==> config.mk <==
export PLATFORM = sky130hd
export DESIGN_NAME = uart_rx
export DESIGN_NICKNAME = d
export VERILOG_FILES = /design/src/verilog/uart_rx_pkg.sv /design/src/verilog/uart_rx.sv /design/src/verilog/uart_rx_fifo.sv /design/src/verilog/uart_rx_frame.sv /design/src/verilog/uart_rx_out.sv /design/src/verilog/uart_rx_sampler.sv
export SDC_FILE = /design/constraint.sdc
export NUM_CORES = 1
export LEC_CHECK = 0
export ABC_AREA = 1
export BUFFER_PORTS_ARGS = -buffer_cell sky130_fd_sc_hd__buf_4
export CORE_ASPECT_RATIO = 0.75
export CORE_MARGIN = 1.5
export CORE_UTILIZATION = 50
export CTS_CLUSTER_SIZE = 30
export DETAILED_ROUTE_END_ITERATION = 6
export PLACE_DENSITY = 0.66
export SLEW_MARGIN = 5
export SYNTH_ARGS = -nofsm -noshare
export SYNTH_HDL_FRONTEND = slang
export SYNTH_SLANG_ARGS = --single-unit
==> constraint.sdc <==
create_clock -name clk_i -period 2.5 [get_ports clk_i]
set_input_delay 0.5 -clock clk_i [delete_from_list [all_inputs] [get_ports clk_i]]
set_output_delay 0.5 -clock clk_i [all_outputs]
set_load 0.005 [all_outputs]
==> src/verilog/uart_rx_pkg.sv <==
package uart_rx_pkg;

  // ----------------------------------------------------------------------
  // Constants
  // ----------------------------------------------------------------------
  localparam int unsigned NR_SYNC_STAGES = 2;  // Input synchronizer depth

  // ----------------------------------------------------------------------
  // Encodings
  // ----------------------------------------------------------------------
  typedef enum logic [1:0] {
    PAR_ODD  = 2'b00,  // Odd number of ones incl. parity bit
    PAR_EVEN = 2'b01,
    PAR_ONE  = 2'b10,  // Forced 1
    PAR_ZERO = 2'b11   // Forced 0
  } parity_mode_e;

  typedef enum logic [1:0] {
    TRIG_1  = 2'b00,
    TRIG_4  = 2'b01,
    TRIG_8  = 2'b10,
    TRIG_14 = 2'b11
  } trig_level_e;

  // Characters per trigger level, indexed by trig_level_e
  localparam logic [4:0] TRIG_CHARS [4] = '{5'd1, 5'd4, 5'd8, 5'd14};

  typedef enum logic [2:0] {
    IDLE,
    START,
    DATA,
    PAR,
    STOP,
    RESYNC  // After a framing error
  } rx_state_e;

  // ----------------------------------------------------------------------
  // Structs
  // ----------------------------------------------------------------------
  typedef struct packed {
    logic [1:0]   word_len;    // 0: 5 bits ... 3: 8 bits
    logic         par_en;
    parity_mode_e par_mode;
    trig_level_e  trig_level;
  } rx_cfg_t;

  typedef struct packed {
    logic       par_err;
    logic       frame_err;
    logic       brk;        // Break condition
    logic [7:0] data;       // Zero-extended for short words
  } rx_char_t;

endpackage

==> src/verilog/uart_rx.sv <==
`timescale 1ns/1ps

module uart_rx #(
  parameter int unsigned OVERSAMPLE = 16,
  parameter int unsigned FIFO_DEPTH = 16
) (
  input  logic                  clk_i,
  input  logic                  rst_n_i,
  input  logic                  oversample_tick_i,
  input  logic                  rxd_i,
  input  uart_rx_pkg::rx_cfg_t  cfg_i,
  input  logic                  ack_i,
  output logic                  req_o,
  output uart_rx_pkg::rx_char_t char_o,
  output logic                  trigger_o,
  output logic                  overrun_o
);

  localparam int unsigned USAGE_W = $clog2(FIFO_DEPTH + 1);

  // ----------------------------------------------------------------------
  // Interconnect
  // ----------------------------------------------------------------------
  logic                  sync_rxd;
  logic                  bit_center;
  logic                  sample;
  logic                  timing_clear;
  logic                  timing_load;
  logic                  push;
  uart_rx_pkg::rx_char_t frame_char;
  uart_rx_pkg::rx_char_t head_char;
  logic                  fifo_empty;
  logic                  fifo_pop;
  logic [USAGE_W-1:0]    fifo_usage;

  // Input stages and bit timing
  uart_rx_sampler #(
    .OVERSAMPLE (OVERSAMPLE)
  ) i_sampler (
    .clk_i,
    .rst_n_i,
    .oversample_tick_i,
    .rxd_i,
    .timing_clear_i (timing_clear),
    .timing_load_i  (timing_load),
    .sync_rxd_o     (sync_rxd),
    .bit_center_o   (bit_center),
    .sample_o       (sample)
  );

  // Frame FSM
  uart_rx_frame i_frame (
    .clk_i,
    .rst_n_i,
    .cfg_i,
    .sync_rxd_i     (sync_rxd),
    .bit_center_i   (bit_center),
    .sample_i       (sample),
    .timing_clear_o (timing_clear),
    .timing_load_o  (timing_load),
    .push_o         (push),
    .char_o         (frame_char)
  );

  // Receive FIFO, full only matters inside for overrun
  uart_rx_fifo #(
    .FIFO_DEPTH (FIFO_DEPTH),
    .payload_t  (uart_rx_pkg::rx_char_t)
  ) i_fifo (
    .clk_i,
    .rst_n_i,
    .push_i    (push),
    .data_i    (frame_char),
    .pop_i     (fifo_pop),
    .data_o    (head_char),
    .full_o    (),
    .empty_o   (fifo_empty),
    .usage_o   (fifo_usage),
    .overrun_o
  );

  // Handshake and trigger
  uart_rx_out #(
    .FIFO_DEPTH (FIFO_DEPTH)
  ) i_out (
    .clk_i,
    .rst_n_i,
    .empty_i      (fifo_empty),
    .usage_i      (fifo_usage),
    .head_i       (head_char),
    .ack_i,
    .trig_level_i (cfg_i.trig_level),
    .pop_o        (fifo_pop),
    .req_o,
    .char_o,
    .trigger_o
  );

endmodule

==> src/verilog/uart_rx_fifo.sv <==
`timescale 1ns/1ps

module uart_rx_fifo #(
  parameter int unsigned FIFO_DEPTH = 16,
  parameter type         payload_t  = logic [7:0]
) (
  input  logic                             clk_i,
  input  logic                             rst_n_i,
  input  logic                             push_i,
  input  payload_t                         data_i,
  input  logic                             pop_i,
  output payload_t                         data_o,
  output logic                             full_o,
  output logic                             empty_o,
  output logic [$clog2(FIFO_DEPTH+1)-1:0]  usage_o,
  output logic                             overrun_o
);

  localparam int unsigned      PTR_W   = $clog2(FIFO_DEPTH);
  localparam int unsigned      USAGE_W = $clog2(FIFO_DEPTH + 1);
  localparam logic [PTR_W-1:0] LAST    = PTR_W'(FIFO_DEPTH - 1);

  payload_t           mem [FIFO_DEPTH];
  logic [PTR_W-1:0]   wr_ptr_q;
  logic [PTR_W-1:0]   rd_ptr_q;
  logic [USAGE_W-1:0] count_q;
  logic               do_push;
  logic               do_pop;
  logic               overrun_q;

  assign full_o  = (count_q == USAGE_W'(FIFO_DEPTH));
  assign empty_o = (count_q == '0);
  assign do_push = push_i && !full_o;   // Dropped when full
  assign do_pop  = pop_i && !empty_o;

  // ----------------------------------------------------------------------
  // Pointers and occupancy
  // ----------------------------------------------------------------------
  always_ff @(posedge clk_i or negedge rst_n_i) begin
    if (!rst_n_i) begin
      wr_ptr_q  <= '0;
      rd_ptr_q  <= '0;
      count_q   <= '0;
      overrun_q <= 1'b0;
    end else begin
      if (do_push) wr_ptr_q <= (wr_ptr_q == LAST) ? '0 : wr_ptr_q + 1'b1;
      if (do_pop)  rd_ptr_q <= (rd_ptr_q == LAST) ? '0 : rd_ptr_q + 1'b1;
      unique case ({do_push, do_pop})
        2'b10:   count_q <= count_q + 1'b1;
        2'b01:   count_q <= count_q - 1'b1;
        default: count_q <= count_q;  // Both or neither
      endcase
      overrun_q <= push_i && full_o;  // One-cycle pulse
    end
  end

  // Storage
  always_ff @(posedge clk_i) begin
    if (do_push) mem[wr_ptr_q] <= data_i;
  end

  assign data_o    = mem[rd_ptr_q];  // Head of queue
  assign usage_o   = count_q;
  assign overrun_o = overrun_q;

endmodule

==> src/verilog/uart_rx_frame.sv <==
`timescale 1ns/1ps

module uart_rx_frame (
  input  logic                  clk_i,
  input  logic                  rst_n_i,
  input  uart_rx_pkg::rx_cfg_t  cfg_i,
  input  logic                  sync_rxd_i,
  input  logic                  bit_center_i,
  input  logic                  sample_i,
  output logic                  timing_clear_o,
  output logic                  timing_load_o,
  output logic                  push_o,
  output uart_rx_pkg::rx_char_t char_o
);

  uart_rx_pkg::rx_state_e state_q, state_d;
  uart_rx_pkg::rx_char_t  char_q;
  logic [2:0] bit_cnt_q;
  logic [2:0] last_bit;     // Index of the final data bit
  logic [7:0] rsr_q;        // Receive shift register
  logic       par_err_q;
  logic       seen_high_q;  // Any data or parity bit was 1
  logic       push_q;
  logic       data_par;
  logic       par_err_calc;

  assign last_bit = {1'b1, cfg_i.word_len};  // 4..7

  // ----------------------------------------------------------------------
  // Next state
  // ----------------------------------------------------------------------
  always_comb begin
    state_d = state_q;
    unique case (state_q)
      uart_rx_pkg::IDLE: begin
        if (!sync_rxd_i) state_d = uart_rx_pkg::START;
      end
      uart_rx_pkg::START: begin
        if (bit_center_i) begin
          // Glitch if start bit is high at its center
          state_d = sample_i ? uart_rx_pkg::IDLE : uart_rx_pkg::DATA;
        end
      end
      uart_rx_pkg::DATA: begin
        if (bit_center_i && (bit_cnt_q == last_bit)) begin
          state_d = cfg_i.par_en ? uart_rx_pkg::PAR : uart_rx_pkg::STOP;
        end
      end
      uart_rx_pkg::PAR: begin
        if (bit_center_i) state_d = uart_rx_pkg::STOP;
      end
      uart_rx_pkg::STOP: begin
        if (bit_center_i) begin
          state_d = sample_i ? uart_rx_pkg::IDLE : uart_rx_pkg::RESYNC;
        end
      end
      uart_rx_pkg::RESYNC: begin
        state_d = sync_rxd_i ? uart_rx_pkg::IDLE : uart_rx_pkg::START;  // Line still low
      end
      default: state_d = uart_rx_pkg::IDLE;
    endcase
  end

  assign timing_clear_o = (state_q == uart_rx_pkg::IDLE);
  assign timing_load_o  = (state_q == uart_rx_pkg::IDLE) && !sync_rxd_i;

  // Parity check against the received data bits
  always_comb begin
    data_par = ^rsr_q;  // High bits are zero for short words
    unique case (cfg_i.par_mode)
      uart_rx_pkg::PAR_ODD:  par_err_calc = (data_par == sample_i);
      uart_rx_pkg::PAR_EVEN: par_err_calc = (data_par != sample_i);
      uart_rx_pkg::PAR_ONE:  par_err_calc = !sample_i;
      default:               par_err_calc = sample_i;  // Forced 0
    endcase
  end

  // ----------------------------------------------------------------------
  // Control registers
  // ----------------------------------------------------------------------
  always_ff @(posedge clk_i or negedge rst_n_i) begin
    if (!rst_n_i) begin
      state_q   <= uart_rx_pkg::IDLE;
      bit_cnt_q <= '0;
      push_q    <= 1'b0;
    end else begin
      state_q <= state_d;
      push_q  <= (state_q == uart_rx_pkg::STOP) && bit_center_i;  // Once per frame
      if (state_q == uart_rx_pkg::START) begin
        bit_cnt_q <= '0;
      end else if ((state_q == uart_rx_pkg::DATA) && bit_center_i) begin
        bit_cnt_q <= bit_cnt_q + 1'b1;
      end
    end
  end

  // Shift register and per-frame flags
  always_ff @(posedge clk_i) begin
    if ((state_q == uart_rx_pkg::START) && bit_center_i) begin
      rsr_q       <= '0;
      par_err_q   <= 1'b0;
      seen_high_q <= 1'b0;
    end else if ((state_q == uart_rx_pkg::DATA) && bit_center_i) begin
      rsr_q[bit_cnt_q] <= sample_i;  // LSB first
      seen_high_q      <= seen_high_q | sample_i;
    end else if ((state_q == uart_rx_pkg::PAR) && bit_center_i) begin
      par_err_q   <= par_err_calc;
      seen_high_q <= seen_high_q | sample_i;
    end
    if ((state_q == uart_rx_pkg::STOP) && bit_center_i) begin
      char_q.par_err   <= par_err_q;
      char_q.frame_err <= !sample_i;
      char_q.brk       <= !seen_high_q && !sample_i;  // All-zero frame
      char_q.data      <= rsr_q;
    end
  end

  assign push_o = push_q;
  assign char_o = char_q;

endmodule

==> src/verilog/uart_rx_out.sv <==
`timescale 1ns/1ps

module uart_rx_out #(
  parameter int unsigned FIFO_DEPTH = 16
) (
  input  logic                             clk_i,
  input  logic                             rst_n_i,
  input  logic                             empty_i,
  input  logic [$clog2(FIFO_DEPTH+1)-1:0]  usage_i,
  input  uart_rx_pkg::rx_char_t            head_i,
  input  logic                             ack_i,
  input  uart_rx_pkg::trig_level_e         trig_level_i,
  output logic                             pop_o,
  output logic                             req_o,
  output uart_rx_pkg::rx_char_t            char_o,
  output logic                             trigger_o
);

  localparam int unsigned USAGE_W = $clog2(FIFO_DEPTH + 1);

  logic                  req_q;   // Low: waiting, high: offering a character
  uart_rx_pkg::rx_char_t char_q;

  // ----------------------------------------------------------------------
  // Four-phase req/ack
  // ----------------------------------------------------------------------
  always_ff @(posedge clk_i or negedge rst_n_i) begin
    if (!rst_n_i) begin
      req_q <= 1'b0;
    end else if (!req_q) begin
      if (!empty_i && !ack_i) req_q <= 1'b1;  // Previous ack must be gone
    end else if (ack_i) begin
      req_q <= 1'b0;
    end
  end

  // Capture head as req rises, held until the next rise
  always_ff @(posedge clk_i) begin
    if (!req_q && !empty_i && !ack_i) char_q <= head_i;
  end

  assign pop_o  = req_q && ack_i;  // One cycle, req drops next
  assign req_o  = req_q;
  assign char_o = char_q;

  // Trigger level reached
  assign trigger_o = (usage_i >= USAGE_W'(uart_rx_pkg::TRIG_CHARS[trig_level_i]));

endmodule

==> src/verilog/uart_rx_sampler.sv <==
`timescale 1ns/1ps

module uart_rx_sampler #(
  parameter int unsigned OVERSAMPLE = 16
) (
  input  logic clk_i,
  input  logic rst_n_i,
  input  logic oversample_tick_i,
  input  logic rxd_i,
  input  logic timing_clear_i,    // Hold count at 0
  input  logic timing_load_i,     // Start edge seen
  output logic sync_rxd_o,
  output logic bit_center_o,
  output logic sample_o
);

  localparam int unsigned      CNT_W     = $clog2(OVERSAMPLE);
  localparam logic [CNT_W-1:0] WRAP_CNT  = CNT_W'(OVERSAMPLE - 1);
  localparam logic [CNT_W-1:0] LOAD_CNT  = CNT_W'(2);  // Edge shared a tick
  // Tick arriving at these counts: 5 resets, 6..8 sample (for 16x)
  localparam logic [CNT_W-1:0] INIT_CNT  = CNT_W'(OVERSAMPLE / 2 - 4);
  localparam logic [CNT_W-1:0] FIRST_CNT = CNT_W'(OVERSAMPLE / 2 - 3);
  localparam logic [CNT_W-1:0] LAST_CNT  = CNT_W'(OVERSAMPLE / 2 - 1);

  logic [uart_rx_pkg::NR_SYNC_STAGES-1:0] sync_q;
  logic [CNT_W-1:0] cnt_q;
  logic [1:0]       high_cnt_q;    // High samples seen around center
  logic             bit_center_q;
  logic             maj_init;
  logic             maj_sample;

  // ----------------------------------------------------------------------
  // Input synchronizer
  // ----------------------------------------------------------------------
  always_ff @(posedge clk_i or negedge rst_n_i) begin
    if (!rst_n_i) begin
      sync_q <= '1;  // Idle line is high
    end else begin
      sync_q <= {sync_q[uart_rx_pkg::NR_SYNC_STAGES-2:0], rxd_i};
    end
  end

  assign sync_rxd_o = sync_q[uart_rx_pkg::NR_SYNC_STAGES-1];

  // ----------------------------------------------------------------------
  // Bit timing counter
  // ----------------------------------------------------------------------
  always_ff @(posedge clk_i or negedge rst_n_i) begin
    if (!rst_n_i) begin
      cnt_q <= '0;
    end else if (timing_load_i && oversample_tick_i) begin
      cnt_q <= LOAD_CNT;  // Tick lost to the edge cycle
    end else if (timing_clear_i) begin
      cnt_q <= '0;
    end else if (oversample_tick_i) begin
      cnt_q <= (cnt_q == WRAP_CNT) ? '0 : cnt_q + 1'b1;
    end
  end

  // ----------------------------------------------------------------------
  // Majority filter
  // ----------------------------------------------------------------------
  assign maj_init   = oversample_tick_i && (cnt_q == INIT_CNT);
  assign maj_sample = oversample_tick_i && (cnt_q >= FIRST_CNT) && (cnt_q <= LAST_CNT);

  always_ff @(posedge clk_i or negedge rst_n_i) begin
    if (!rst_n_i) begin
      high_cnt_q   <= '0;
      bit_center_q <= 1'b0;
    end else begin
      if (maj_init) begin
        high_cnt_q <= '0;
      end else if (maj_sample) begin
        high_cnt_q <= high_cnt_q + {1'b0, sync_rxd_o};  // At most 3
      end
      // Pulse once the third sample is in
      bit_center_q <= oversample_tick_i && (cnt_q == LAST_CNT);
    end
  end

  assign bit_center_o = bit_center_q;
  assign sample_o     = high_cnt_q[1];  // Two or three highs

endmodule
==> summary.txt <==
Die
  • Num ports: 26
  • Die X-Extent: 167 um
  • Initial Util: 51.5%
  • Cell Rows: 44
  • Core area: 19500 um2
  • Die Ht: 126 um
  • Die ar.: 20900 um2

Global routing
  • Initial antenna violation count: 0
  • Global-route wire length before repair: 33700 um
  • Largest net degree at the start of global routing: 60
  • Global route total overflow: 0
  • Vias in the first global route: 5994
  • Gr usage total: 20.8%

Clock tree
  • Inserted Clock Buffers: 24
  • Clock Latency Late Sink: 0.53 ns
  • Longest Clk Path Bufs: 3
  • Sink Count: 239
  • Worst-path clk slew: 0.06 ns
  • TritonCTS clock tree: yes
  • H-tree levels: 1
  • CTS Root Cell: clkbuf_16

Timing
  • Relative slew slack: 24.1%
  • Final min period: 2.45 ns
  • Worst-margin pin slew: 1.13 ns
  • F_max: 409 MHz
  • Clock Skews: 0.0310 ns
  • Final setup fails: 0
  • RSZ-0062 raised after global routing: yes
  • Final hold vios: 0
  • Final Max Tran Viols: 0
  • Final WS setup: 0.0546 ns
  • Fin crit share: 97.8%

Routing
  • WL/cell: 18.1 um
  • TritonRoute pass-1 iters: 7
  • 1st-iter DRT viols: 677
  • WL final: 21600 um
  • DRT antenna net count: 0
  • DR DRC count: 0
  • Total number of vias: 6493
  • DR vias/cell: 5.46

Setup path
  • CP endpoint kind: flip-flop
  • CP Launch Type: flip-flop
  • WP data required: 2.92 ns
  • CP Max Fanout: 3
  • CP peak stage delay: 0.39 ns
  • Data arrival, critical path: 2.87 ns
  • Crit Path Class: reg -> reg
  • Slowest CP cell: dfrtp_1
  • CP dominant cell by count: nand2_1
  • CP cell instances: buf_4, nor4_4, nand2_1, nand3_2, inv_2, ha_4, xor2_2, ha_2, a21o_1, nand2_2, o21ai_2, a21oi_2, o21ai_1, nand2_1, nand2_1

Synthesis
  • Syn nets: 896
  • Synthesized cell area: 10000 um2
  • Cells after Synth: 868
  • Synth Area per Inst: 11.6 um2
  • Flops & latches, synth: 239
  • Sequential share of the synthesized area: 69.0%
  • Ys Warns: 0
  • Synth unique cells: 44

Placement
  • Detailed placer's ending HPWL: 14000 um
  • Placed Area: 10600 um2
  • GP Congestion: 0.813
  • Place WS: 0.0722 ns
  • Port Buffers: 25
  • Cell total after placement: 1141

Layout
  • Design area: 11600 um2
  • Synth-to-layout area growth: 15.1%
  • Non-filler instance count after layout: 1190
  • Layout cells sized above 1: 15.0%
  • Inserted Diodes: 0
  • Nets@finish: 947

Power and ir drop
  • Internal power: 8090 uW
  • Switching Fraction: 33.0%
  • NetSw: 3990 uW
  • Sequential share of power: 39.9%
  • Worst vdd ir: 0.438 mV
  • Clock share of power: 31.3%
  • P per Cell Area: 1040 nW/um2
  • Lkg Pwr: 0.00413 uW
  • Logic gate share of total power: 28.9%

Min path
  • Worst Hold Class: in -> reg

Status
  • Status: complete, no violations

Run
  • Maxcap violations: 0
## cell usage after synthesis, drive strengths merged
master	instances	area share, %
nor4	1	0.12
nand3	54	2.7
inv	66	2.5
o211ai	1	0.075
xor2	7	0.61
o311ai	1	0.087
edfxtp	198	59
nor3	3	0.20
clkbuf	7	0.29
o221ai	5	0.44
xnor2	3	0.26
o22ai	15	0.93
o2111ai	1	0.087
buf	26	1.5
nor2	94	4.0
a21boi	1	0.075
a21o	1	0.075
ha	16	2.0
a21oi	40	2.0
or2	1	0.062
dfxtp	10	2.0
dfrtp	29	7.2
o21ai	90	4.5
a31oi	1	0.062
o221a	4	0.45
nand4	6	0.37
o21a	3	0.22
a211oi	11	0.82
dfstp	2	0.52
nand2	171	6.5
## power by group through the flow
stage | logic [uW] | registers, uW | clock network, uW
2_1_floorplan | 2230 | 4830 | 0
3_3_place_gp | 3270 | 4880 | 0
3_5_place_dp | 3310 | 4890 | 0
4_1_cts | 3330 | 4810 | 3820
5_1_grt | 3880 | 4840 | 3980
6_report | 3490 | 4820 | 3770
## metal layers
| layer | global-route usage [%] | wire length, um |
|---|---|---|
| met3 | 3.17 | 1280 |
| met4 | 5.88 | 577 |
| met1 | 33.1 | 10700 |
| met2 | 29.6 | 8960 |
| met5 | 0 | 0 |
## critical path, delay by kind of cell (launching register included)
kind            cells  cell delay [ns]
fa+ha+maj           2             0.33
simple gates        6             0.73
buf+inv             2             0.19
xor+xnor            1             0.18
flops               1             0.39
compound gates      4             0.51
## cell families (layout without fill, tap and decap cells)
group | Yosys count | count (layout) | share of synthesized area (%)
AND/OR/NAND/NOR | 330 | 330 | 14.0
flip-flops | 239 | 239 | 69.0
AO/OA/AOI/OAI | 174 | 174 | 9.88
buffers and inverters | 99 | 168 | 4.28
adder cells (fa/ha/maj) | 16 | 16 | 1.99
XOR/XNOR | 10 | 10 | 0.873
## cell type report
type                            count  area [um2]
Tap cell                          253         317
Multi-Input combinational cell    530        2760
Clock inverter                     18         223
Timing Repair Buffer               58         470
Sequential cell                   239        6930
Fill cell                        1539        7930
Inverter                           66         253
Clock buffer                       26         608
## repair_timing
| action | 4_1_cts | 5_1_grt |
|---|---|---|
| hold endpoints to repair | 29 | 0 |
| pin swaps | 0 | 8 |
| hold buffers | 1 | 0 |
| gates resized for setup | 1 | 21 |
| setup endpoints to repair | 1 | 3 |
| gates cloned | 0 | 0 |
| setup buffers | 0 | 4 |
## flip-flops by register name, indices dropped and copies added, names as in the netlist
name and flops:
i_fifo.mem 176, i_fifo.usage_o 5, i_frame.seen_high_q 1, i_sampler.bit_center_o 1, i_fifo.rd_ptr_q 4, i_fifo.overrun_o 1, i_fifo.wr_ptr_q 4, i_frame.state_q 3
i_sampler.sync_q 2, i_sampler.cnt_q 4, i_sampler.high_cnt_q 2, i_frame.char_o 11, i_frame.push_o 1, i_out.char_o 11, i_frame.par_err_q 1, i_out.req_o 1
i_frame.rsr_q 8, i_frame.bit_cnt_q 3
## placed cells by master, fill, tap and decap left out, types with 2 or more instances in the layout
| cell type | n |
|---|---|
| nand4_1 | 6 |
| nor2_4 | 4 |
| o21a_1 | 3 |
| inv_4 | 2 |
| o22ai_1 | 15 |
| ha_4 | 2 |
| nand2_2 | 3 |
| nor2_1 | 84 |
| nand3_1 | 53 |
| nor2_2 | 5 |
| clkbuf_16 | 24 |
| edfxtp_1 | 198 |
| inv_1 | 56 |
| a21oi_2 | 2 |
| dfxtp_1 | 10 |
| buf_4 | 53 |
| clkinv_2 | 9 |
| ha_1 | 13 |
| dfrtp_1 | 28 |
| o21ai_2 | 2 |
| nor3_1 | 2 |
| o21ai_0 | 81 |
| o221a_2 | 4 |
| a21oi_1 | 38 |
| clkbuf_1 | 2 |
| buf_6 | 2 |
| bufinv_16 | 5 |
| inv_2 | 8 |
| nand2_4 | 2 |
| nand2_1 | 166 |
| xnor2_1 | 3 |
| a211oi_1 | 11 |
| o221ai_1 | 5 |
| clkinv_1 | 3 |
| xor2_1 | 6 |
| buf_12 | 2 |
| o21ai_1 | 7 |
| dfstp_2 | 2 |
## stage by stage
stage | TNS (ns) | total power [uW] | hold WS, ns | util, %
after floorplan | 0 | 7070 | 0.204 | -
after global placement | 0 | 8150 | 0.350 | 54.4
after detailed placement | 0 | 8190 | 0.353 | 54.4
after CTS | 0 | 12000 | 0.0807 | 58.7
after global routing | -0.558 | 12700 | 0.0830 | 59.3
final | 0 | 12100 | 0.0932 | 59.3
## worst paths after layout
path | depth (start not counted) | slack (ns) | endpoint | startpoint
min reg2reg | 0 | 0.34 | i_sampler.sync_q[1] | i_sampler.sync_q[0]
max reg2reg | 15 | 0.05 | i_fifo.usage_o[4] | i_fifo.usage_o[0]
max in group asynchronous | 2 | 1.71 | i_sampler.sync_q[0] | rst_n_i
min in group asynchronous | 2 | 0.45 | i_sampler.cnt_q[2] | rst_n_i
max | 15 | 0.05 | i_fifo.usage_o[4] | i_fifo.usage_o[0]
min | 1 | 0.09 | i_sampler.sync_q[0] | rxd_i
(Power assumes the default switching activity.)
